===== config.mk =====
export PLATFORM = sky130hd
export DESIGN_NAME = mmu_top
export DESIGN_NICKNAME = d
export VERILOG_FILES = /design/src/common/mmu_pkg.sv /design/src/common/tlb_port_if.sv /design/src/tlb/tlb_match.sv /design/src/tlb/tlb_array.sv /design/src/verilog/tlb_cmd_ctrl.sv /design/src/verilog/addr_xlate.sv /design/src/verilog/mmu_top.sv
export SDC_FILE = /design/constraint.sdc
export NUM_CORES = 2
export LEC_CHECK = 0
export BUFFER_PORTS_ARGS = -buffer_cell sky130_fd_sc_hd__clkbuf_2
export CAP_MARGIN = 10
export CORE_ASPECT_RATIO = 2
export CORE_UTILIZATION = 29
export DETAILED_ROUTE_END_ITERATION = 16
export GPL_TIMING_DRIVEN = 0
export HOLD_SLACK_MARGIN = 0.15
export PLACE_DENSITY = 0.41
export SYNTH_ARGS = -nofsm -noshare
export SYNTH_HDL_FRONTEND = slang
export SYNTH_HIERARCHICAL = 1
export SYNTH_SLANG_ARGS = --single-unit
export TNS_END_PERCENT = 30

===== constraint.sdc =====
create_clock -name clk -period 4.8 [get_ports clk]
set_input_delay 0.24 -clock clk [delete_from_list [all_inputs] [get_ports clk]]
set_output_delay 0.24 -clock clk [all_outputs]
set_load 0.02 [all_outputs]

===== src/common/mmu_pkg.sv =====
`default_nettype none

package mmu_pkg;

    typedef logic [31:0] vaddr_t;
    typedef logic [31:0] paddr_t;
    typedef logic [18:0] vpn2_t;
    typedef logic [7:0]  asid_t;
    typedef logic [19:0] pfn_t;
    typedef logic [2:0]  cattr_t;

    // wide enough for up to 256 entries
    typedef logic [7:0]  tlb_idx_t;

    // vpn2 [31:13], asid [7:0], the rest reads zero
    typedef logic [31:0] entry_hi_t;
    // pfn [25:6], c [5:3], d, v, g
    typedef logic [25:0] entry_lo_t;

    localparam cattr_t CACHE_CACHEABLE = 3'd3;

    typedef struct packed {
        vpn2_t  vpn2;
        asid_t  asid;
        logic   g;
        pfn_t   pfn0;
        cattr_t c0;
        logic   d0;
        logic   v0;
        pfn_t   pfn1;
        cattr_t c1;
        logic   d1;
        logic   v1;
    } tlb_entry_t;

    typedef struct packed {
        logic     found;
        tlb_idx_t index;
        pfn_t     pfn;
        cattr_t   c;
        logic     d;
        logic     v;
    } tlb_hit_t;

    typedef enum logic [1:0] {
        TLBR  = 2'd0,
        TLBWI = 2'd1,
        TLBWR = 2'd2,
        TLBP  = 2'd3
    } tlb_op_e;

    typedef enum logic [1:0] {
        IDLE = 2'd0,
        EXEC = 2'd1,
        ACK  = 2'd2
    } cmd_state_e;

endpackage

`default_nettype wire


===== src/common/tlb_port_if.sv =====
`default_nettype none

interface tlb_port_if import mmu_pkg::*; #(
    parameter int TLB_ENTRIES = 16,
    localparam int IDX_W = $clog2(TLB_ENTRIES)
) ();

    // write port
    logic             we;
    logic [IDX_W-1:0] w_index;
    tlb_entry_t       w_entry;

    // read port, answered combinationally
    logic [IDX_W-1:0] r_index;
    tlb_entry_t       r_entry;

    // probe search
    entry_hi_t        probe_hi;
    tlb_hit_t         probe_hit;

    modport ctrl (
        output we, w_index, w_entry, r_index, probe_hi,
        input  r_entry, probe_hit
    );

    modport array (
        input  we, w_index, w_entry, r_index, probe_hi,
        output r_entry, probe_hit
    );

endinterface

`default_nettype wire


===== src/tlb/tlb_match.sv =====
`default_nettype none

module tlb_match import mmu_pkg::*; #(
    parameter int TLB_ENTRIES = 16,
    localparam int IDX_W = $clog2(TLB_ENTRIES)
) (
    input  tlb_entry_t i_entries [TLB_ENTRIES],
    input  vpn2_t      i_vpn2,
    input  asid_t      i_asid,
    input  logic       i_odd_page,
    output tlb_hit_t   o_hit
);

    logic [TLB_ENTRIES-1:0] match;
    logic [IDX_W-1:0]       sel;
    tlb_entry_t             entry;

    // every entry compared in parallel
    always_comb begin
        for (int i = 0; i < TLB_ENTRIES; i++) begin
            match[i] = (i_entries[i].vpn2 == i_vpn2) &&
                       (i_entries[i].g || (i_entries[i].asid == i_asid));
        end
    end

    // scan from the top, lowest match is left last
    always_comb begin
        sel = '0;
        for (int i = TLB_ENTRIES - 1; i >= 0; i--) begin
            if (match[i]) begin
                sel = IDX_W'(i);
            end
        end
    end

    assign entry = i_entries[sel];

    always_comb begin
        o_hit = '0;
        if (|match) begin
            o_hit.found = 1'b1;
            o_hit.index = tlb_idx_t'(sel);
            if (i_odd_page) begin
                o_hit.pfn = entry.pfn1;
                o_hit.c   = entry.c1;
                o_hit.d   = entry.d1;
                o_hit.v   = entry.v1;
            end else begin
                o_hit.pfn = entry.pfn0;
                o_hit.c   = entry.c0;
                o_hit.d   = entry.d0;
                o_hit.v   = entry.v0;
            end
        end
    end

endmodule

`default_nettype wire


===== src/tlb/tlb_array.sv =====
`default_nettype none

module tlb_array import mmu_pkg::*; #(
    parameter int TLB_ENTRIES = 16
) (
    input  logic       clk,
    input  logic       i_arst_n,
    input  asid_t      i_asid,
    input  vaddr_t     i_i_vaddr,
    input  vaddr_t     i_d_vaddr,
    tlb_port_if.array  tlb,
    output tlb_hit_t   o_i_hit,
    output tlb_hit_t   o_d_hit
);

    tlb_entry_t entries [TLB_ENTRIES];

    // cleared entries have V and G low
    always_ff @(posedge clk or negedge i_arst_n) begin
        if (!i_arst_n) begin
            for (int i = 0; i < TLB_ENTRIES; i++) begin
                entries[i] <= '0;
            end
        end else if (tlb.we) begin
            entries[tlb.w_index] <= tlb.w_entry;
        end
    end

    assign tlb.r_entry = entries[tlb.r_index];

    // instruction fetch lookup
    tlb_match #(
        .TLB_ENTRIES (TLB_ENTRIES)
    ) u_i_match (
        .i_entries  (entries),
        .i_vpn2     (i_i_vaddr[31:13]),
        .i_asid     (i_asid),
        .i_odd_page (i_i_vaddr[12]),
        .o_hit      (o_i_hit)
    );

    // data lookup
    tlb_match #(
        .TLB_ENTRIES (TLB_ENTRIES)
    ) u_d_match (
        .i_entries  (entries),
        .i_vpn2     (i_d_vaddr[31:13]),
        .i_asid     (i_asid),
        .i_odd_page (i_d_vaddr[12]),
        .o_hit      (o_d_hit)
    );

    // TLBP only needs found and index
    tlb_match #(
        .TLB_ENTRIES (TLB_ENTRIES)
    ) u_p_match (
        .i_entries  (entries),
        .i_vpn2     (tlb.probe_hi[31:13]),
        .i_asid     (tlb.probe_hi[7:0]),
        .i_odd_page (1'b0),
        .o_hit      (tlb.probe_hit)
    );

endmodule

`default_nettype wire


===== src/verilog/tlb_cmd_ctrl.sv =====
`default_nettype none

module tlb_cmd_ctrl import mmu_pkg::*; #(
    parameter int TLB_ENTRIES = 16,
    localparam int IDX_W = $clog2(TLB_ENTRIES)
) (
    input  logic             clk,
    input  logic             i_arst_n,
    input  logic             i_cmd_req,
    input  tlb_op_e          i_cmd_op,
    input  logic [IDX_W-1:0] i_cmd_index,
    input  entry_hi_t        i_cmd_entry_hi,
    input  entry_lo_t        i_cmd_entry_lo0,
    input  entry_lo_t        i_cmd_entry_lo1,
    output logic             o_cmd_ack,
    output logic             o_cmd_probe_miss,
    output logic [IDX_W-1:0] o_cmd_index,
    output entry_hi_t        o_cmd_entry_hi,
    output entry_lo_t        o_cmd_entry_lo0,
    output entry_lo_t        o_cmd_entry_lo1,
    tlb_port_if.ctrl         tlb
);

    cmd_state_e       state;
    logic [IDX_W-1:0] random_q;
    tlb_entry_t       r_entry;

    always_ff @(posedge clk or negedge i_arst_n) begin
        if (!i_arst_n) begin
            state <= IDLE;
        end else begin
            case (state)
                IDLE:    if (i_cmd_req) state <= EXEC;
                EXEC:    state <= ACK;
                // held while the core keeps req high
                ACK:     if (!i_cmd_req) state <= IDLE;
                default: state <= IDLE;
            endcase
        end
    end

    assign o_cmd_ack = (state == ACK);

    // free-running Random, wraps to the top entry
    always_ff @(posedge clk or negedge i_arst_n) begin
        if (!i_arst_n) begin
            random_q <= IDX_W'(TLB_ENTRIES - 1);
        end else if (random_q == '0) begin
            random_q <= IDX_W'(TLB_ENTRIES - 1);
        end else begin
            random_q <= random_q - 1'b1;
        end
    end

    // unpack EntryHi/EntryLo for writes
    assign tlb.we      = (state == EXEC) && (i_cmd_op == TLBWI || i_cmd_op == TLBWR);
    assign tlb.w_index = (i_cmd_op == TLBWR) ? random_q : i_cmd_index;
    always_comb begin
        tlb.w_entry      = '0;
        tlb.w_entry.vpn2 = i_cmd_entry_hi[31:13];
        tlb.w_entry.asid = i_cmd_entry_hi[7:0];
        tlb.w_entry.g    = i_cmd_entry_lo0[0] & i_cmd_entry_lo1[0];
        tlb.w_entry.pfn0 = i_cmd_entry_lo0[25:6];
        tlb.w_entry.c0   = i_cmd_entry_lo0[5:3];
        tlb.w_entry.d0   = i_cmd_entry_lo0[2];
        tlb.w_entry.v0   = i_cmd_entry_lo0[1];
        tlb.w_entry.pfn1 = i_cmd_entry_lo1[25:6];
        tlb.w_entry.c1   = i_cmd_entry_lo1[5:3];
        tlb.w_entry.d1   = i_cmd_entry_lo1[2];
        tlb.w_entry.v1   = i_cmd_entry_lo1[1];
    end

    assign tlb.r_index  = i_cmd_index;
    assign tlb.probe_hi = i_cmd_entry_hi;
    assign r_entry      = tlb.r_entry;

    // results change only for TLBR and TLBP
    always_ff @(posedge clk or negedge i_arst_n) begin
        if (!i_arst_n) begin
            o_cmd_probe_miss <= 1'b0;
            o_cmd_index      <= '0;
            o_cmd_entry_hi   <= '0;
            o_cmd_entry_lo0  <= '0;
            o_cmd_entry_lo1  <= '0;
        end else if (state == EXEC) begin
            if (i_cmd_op == TLBR) begin
                o_cmd_entry_hi  <= {r_entry.vpn2, 5'b0, r_entry.asid};
                o_cmd_entry_lo0 <= {r_entry.pfn0, r_entry.c0, r_entry.d0, r_entry.v0, r_entry.g};
                o_cmd_entry_lo1 <= {r_entry.pfn1, r_entry.c1, r_entry.d1, r_entry.v1, r_entry.g};
            end else if (i_cmd_op == TLBP) begin
                o_cmd_probe_miss <= ~tlb.probe_hit.found;
                o_cmd_index      <= tlb.probe_hit.found ? tlb.probe_hit.index[IDX_W-1:0] : '0;
            end
        end
    end

endmodule

`default_nettype wire


===== src/verilog/addr_xlate.sv =====
`default_nettype none

module addr_xlate import mmu_pkg::*; (
    input  logic     i_valid,
    input  vaddr_t   i_vaddr,
    input  logic     i_write,
    input  cattr_t   i_config_k0,
    input  tlb_hit_t i_hit,
    output paddr_t   o_paddr,
    output logic     o_uncached,
    output logic     o_refill,
    output logic     o_invalid,
    output logic     o_modified
);

    logic mapped;
    logic in_kseg0;
    logic in_kseg1;
    logic hit_ok;

    // kuseg, kseg2 and kseg3 go through the TLB
    assign mapped   = ~i_vaddr[31] | (i_vaddr[31:30] == 2'b11);
    assign in_kseg0 = (i_vaddr[31:29] == 3'b100);
    assign in_kseg1 = (i_vaddr[31:29] == 3'b101);

    always_comb begin
        if (!mapped) begin
            o_paddr = {3'b000, i_vaddr[28:0]};
        end else if (i_hit.found) begin
            o_paddr = {i_hit.pfn, i_vaddr[11:0]};
        end else begin
            o_paddr = '0;
        end
    end

    assign o_uncached = in_kseg1
                      | (in_kseg0 & (i_config_k0 != CACHE_CACHEABLE))
                      | (mapped & (i_hit.c != CACHE_CACHEABLE));

    // valid, mapped and found
    assign hit_ok = i_valid & mapped & i_hit.found;

    assign o_refill   = i_valid & mapped & ~i_hit.found;
    assign o_invalid  = hit_ok & ~i_hit.v;
    // store to a clean page
    assign o_modified = hit_ok & i_hit.v & ~i_hit.d & i_write;

endmodule

`default_nettype wire


===== src/verilog/mmu_top.sv =====
`default_nettype none

module mmu_top import mmu_pkg::*; #(
    parameter int TLB_ENTRIES = 16,
    localparam int IDX_W = $clog2(TLB_ENTRIES)
) (
    input  logic             clk,
    input  logic             i_arst_n,
    input  asid_t            i_asid,
    input  cattr_t           i_config_k0,

    input  logic             i_i_valid,
    input  vaddr_t           i_i_vaddr,
    output paddr_t           o_i_paddr,
    output logic             o_i_uncached,
    output logic             o_i_refill,
    output logic             o_i_invalid,

    input  logic             i_d_valid,
    input  vaddr_t           i_d_vaddr,
    input  logic             i_d_write,
    output paddr_t           o_d_paddr,
    output logic             o_d_uncached,
    output logic             o_d_refill,
    output logic             o_d_invalid,
    output logic             o_d_modified,

    input  logic             i_cmd_req,
    input  tlb_op_e          i_cmd_op,
    input  logic [IDX_W-1:0] i_cmd_index,
    input  entry_hi_t        i_cmd_entry_hi,
    input  entry_lo_t        i_cmd_entry_lo0,
    input  entry_lo_t        i_cmd_entry_lo1,
    output logic             o_cmd_ack,
    output logic             o_cmd_probe_miss,
    output logic [IDX_W-1:0] o_cmd_index,
    output entry_hi_t        o_cmd_entry_hi,
    output entry_lo_t        o_cmd_entry_lo0,
    output entry_lo_t        o_cmd_entry_lo1
);

    tlb_hit_t i_hit;
    tlb_hit_t d_hit;

    tlb_port_if #(.TLB_ENTRIES(TLB_ENTRIES)) tlb_if ();

    tlb_cmd_ctrl #(
        .TLB_ENTRIES (TLB_ENTRIES)
    ) u_cmd_ctrl (
        .clk,
        .i_arst_n,
        .i_cmd_req,
        .i_cmd_op,
        .i_cmd_index,
        .i_cmd_entry_hi,
        .i_cmd_entry_lo0,
        .i_cmd_entry_lo1,
        .o_cmd_ack,
        .o_cmd_probe_miss,
        .o_cmd_index,
        .o_cmd_entry_hi,
        .o_cmd_entry_lo0,
        .o_cmd_entry_lo1,
        .tlb             (tlb_if.ctrl)
    );

    tlb_array #(
        .TLB_ENTRIES (TLB_ENTRIES)
    ) u_tlb (
        .clk,
        .i_arst_n,
        .i_asid,
        .i_i_vaddr,
        .i_d_vaddr,
        .tlb       (tlb_if.array),
        .o_i_hit   (i_hit),
        .o_d_hit   (d_hit)
    );

    // fetches never write
    addr_xlate u_i_xlate (
        .i_valid     (i_i_valid),
        .i_vaddr     (i_i_vaddr),
        .i_write     (1'b0),
        .i_config_k0,
        .i_hit       (i_hit),
        .o_paddr     (o_i_paddr),
        .o_uncached  (o_i_uncached),
        .o_refill    (o_i_refill),
        .o_invalid   (o_i_invalid),
        .o_modified  ()
    );

    addr_xlate u_d_xlate (
        .i_valid     (i_d_valid),
        .i_vaddr     (i_d_vaddr),
        .i_write     (i_d_write),
        .i_config_k0,
        .i_hit       (d_hit),
        .o_paddr     (o_d_paddr),
        .o_uncached  (o_d_uncached),
        .o_refill    (o_d_refill),
        .o_invalid   (o_d_invalid),
        .o_modified  (o_d_modified)
    );

endmodule

`default_nettype wire


==> impl_results.md <==
* H-tree levels at 4
* Core area at 0.313 mm2
* Synthesized area per cell at 10.9 um2
* Avg WL per Cell at around 58 um
* HPWL Detailed at 599 mm
* Die Y-Extent at 796 um
* Design area at 0.112 mm2
* FF-to-FF End: u_cmd_ctrl/o_cmd_index[0]$_DFFE_PN0P_
* R2r startpoint: u_tlb/entries[696]$_DFFE_PN0P_
* Worst-Margin Slew at between 1 and 1.5 ns
* Worst hold path type: input pin to register
* Num rows at 291
* Post-synthesis instance total at about 8400
* DR vias/cell at 6.49
* Dpl cells at ~13000
* Highest ir drop seen on vdd at ~0.3 mV
* Pins Over Slew Limit at 1
* GR Util All Layers at 48.0%
* Worst Skew at 0.0703 ns
* Worst-path clk slew at ~0.060 ns
* Max Freq at 0.110 GHz
* Drt total wl at 776 mm
* Area post-placement at approximately 0.1 mm2
* CP Depth at 17
* TritonCTS clock tree: built
* Layout Nets at between 9000 and 10000
* Buffers & Inverters on Critical Path at 4
* Initial DRC Count at roughly 11000
* Setup crit end: o_d_paddr[18]
* CP peak stage delay at between 1 and 1.5 ns
* Area delta synth->final at 22.8%
* Yosys synthesis warning count at 6
* CTS Buf Count at 158
* Setup crit end kind: output pin
* I/O pin total at 332
* Clock Latency Late Sink at 0.93 ns
* Number of remaining DRC errors at 0
* Largest net degree at the start of global routing at around 110
* Final period util at 189%
* Die W at 399 um
* Worst R2R Setup Slack at -0.26 ns
* Final ANT Viol Nets at 0
* RSZ-0062 raised after global routing: true
* Post-Syn Area at 0.0913 mm2
* Crit path DAT at roughly 9 ns
* CP startpoint kind: register
* GRT overflow at 0
* Clock sink total at ~1300
* Share of cells above drive strength 1 at 38.2%
* Slew margin rel. at -0.388%
* Vias in the first global route at 84413
* First-pass GRT wire length at 970 mm
* CP top delay family: simple AND/OR/NAND/NOR gates
* Outcome: complete, but fails checks
* Reg2Reg Depth at 17
* DR pass1 iterations at 8
* Pwr Density at 446 mW/mm2
* Clock Tree Root: clkbuf_16
* Routability congestion estimate at around 1.1
* CP Class: register to output pin
* Tmin final at 9.05 ns
* Failing checks: max-capacitance violations, max-slew violations, negative setup slack
* Max cap viols at 2
* Fin. Hold Viols at 0
* Max Buffers Root-to-Sink at 4
* Final worst slack at -4.25 ns
* I/O Buffers at 234
* Initial core utilization at 29.1%
* Initial antenna violation count at 87
* Die area at 0.317 mm2
* Vias at 87440
* WP data required at about 4.6 ns
* Final setup vio count at just under 80
* Worst path slowest cell: a2111oi_4
* Worst Setup SP: u_tlb/entries[527]$_DFFE_PN0P_
* Finished Layout Cells at about 13000
* Leakage at 0.0478 uW
* Crit path max fanout at 10
* Ordered list of cells on the worst path: xor2_1 > nor4_2 > nand4_1 > or3_1 > nor4b_1 > a2111oi_4 > buf_4 > or2_0 > buf_2 > buf_4 > a2111oi_1 > a2111oi_1 > nand4_1 > a2111oi_4 > nand2_4 > o21ai_2 > clkbuf_8
[placed cells by master (no fill, tap or decap), types with 144 or more instances in the layout]
cell type	count
dfrtp_1	1322
nand2_1	1022
xnor2_1	144
clkbuf_16	166
mux2i_1	232
nor4_1	263
xor2_1	1151
mux4_2	312
nand3_1	347
buf_4	310
clkbuf_1	173
mux2_2	1280
buf_2	298
clkbuf_2	310
a22oi_1	156
[worst register-to-register path, stage by stage, from the launching register on]
cell       delay, ns
dfrtp_4         0.60
buf_12          0.23
buf_4           0.13
xor2_1          0.16
nor4_4          0.67
buf_8           0.24
nand4_1         1.03
nor3_2          0.62
nor2_1          0.21
a2111oi_4       0.39
a21oi_4         0.12
inv_2           0.06
buf_6           0.07
buf_2           0.08
buf_4           0.08
buf_2           0.08
nand2_1         0.05
mux2i_1         0.12
[per-layer routing]
layer / track usage [%] / up-vias / share of wire (%)
met5: 0.493 / - / 0.0054
met4: 60.4 / 6 / 16
met3: 13.9 / 3374 / 7.5
met2: 77.1 / 6848 / 47
met1: 43.9 / 45143 / 30
li1: - / 32069 / -
[state kept, by name (all words and copies together), names as in the netlist]
| name | count |
|---|---|
| u_tlb/entries | 1248 |
| u_cmd_ctrl/o_cmd_entry_hi | 27 |
| u_cmd_ctrl/o_cmd_entry_lo0 | 26 |
| u_cmd_ctrl/o_cmd_entry_lo1 | 25 |
| u_cmd_ctrl/o_cmd_index | 4 |
| u_cmd_ctrl/random_q | 4 |
| u_cmd_ctrl/state | 2 |
| u_cmd_ctrl/o_cmd_probe_miss | 1 |
[report_power, final]
group / leakage (uW) / total (uW) / switching, uW / internal [uW]
logic: 0.0273 / 15200 / 8090 / 7060
clock network: 0.00256 / 13100 / 5810 / 7340
registers: 0.0179 / 21700 / 7060 / 14600
total: 0.0478 / 50000 / 21000 / 29000
[layout make-up]
cell class	count	area, um2
timing repair buffer	588	5740
inverter	111	432
clock buffer	219	4560
multi-input combinational	6065	55700
fill	31359	201000
buffer	888	6170
tap	4102	5130
antenna	106	265
sequential	1337	33500
clock inverter	52	676
[repair_timing]
item	in CTS	in global routing
hold endpoints to repair	978	0
setup buffers	71	68
cloned	2	3
endpoints found under the setup margin	73	71
gates resized for setup	647	339
hold buffers	84	0
pin swaps	104	120
[worst min-delay path by stage]
stage / from / end / slack, ns / depth (start not counted)
detailed placement: i_arst_n / u_tlb/entries[927]$_DFFE_PN0P_ / 0.35 / 1
global placement: u_cmd_ctrl/random_q[0]$_DFF_PN1_ / u_cmd_ctrl/random_q[0]$_DFF_PN1_ / 0.48 / 1
floorplan: i_arst_n / u_cmd_ctrl/o_cmd_entry_hi[0]$_DFFE_PN0P_ / -0.06 / 0
global route: i_cmd_entry_lo0[0] / u_tlb/entries[362]$_DFFE_PN0P_ / 0.18 / 3
CTS: i_cmd_entry_lo0[0] / u_tlb/entries[362]$_DFFE_PN0P_ / 0.15 / 3
finish: i_cmd_entry_lo1[14] / u_tlb/entries[325]$_DFFE_PN0P_ / 0.18 / 3
[per-stage QoR]
stage          utilization [%]  TNS [ns]  worst slack [ns]  total power [uW]  hold slack [ns]
2_1_floorplan                -         0             0.467             27400          -0.0556
3_3_place_gp              31.2         -            -32.89             35100            0.482
3_5_place_dp              32.0   -294.09             -5.77             35700            0.348
4_1_cts                   35.1   -196.74             -3.45             49200            0.151
5_1_grt                   35.7   -204.90             -3.94             51100            0.179
6_report                  35.8   -225.65             -4.25             50000            0.176
No activity file was read; power rests on OpenSTA's default activity.
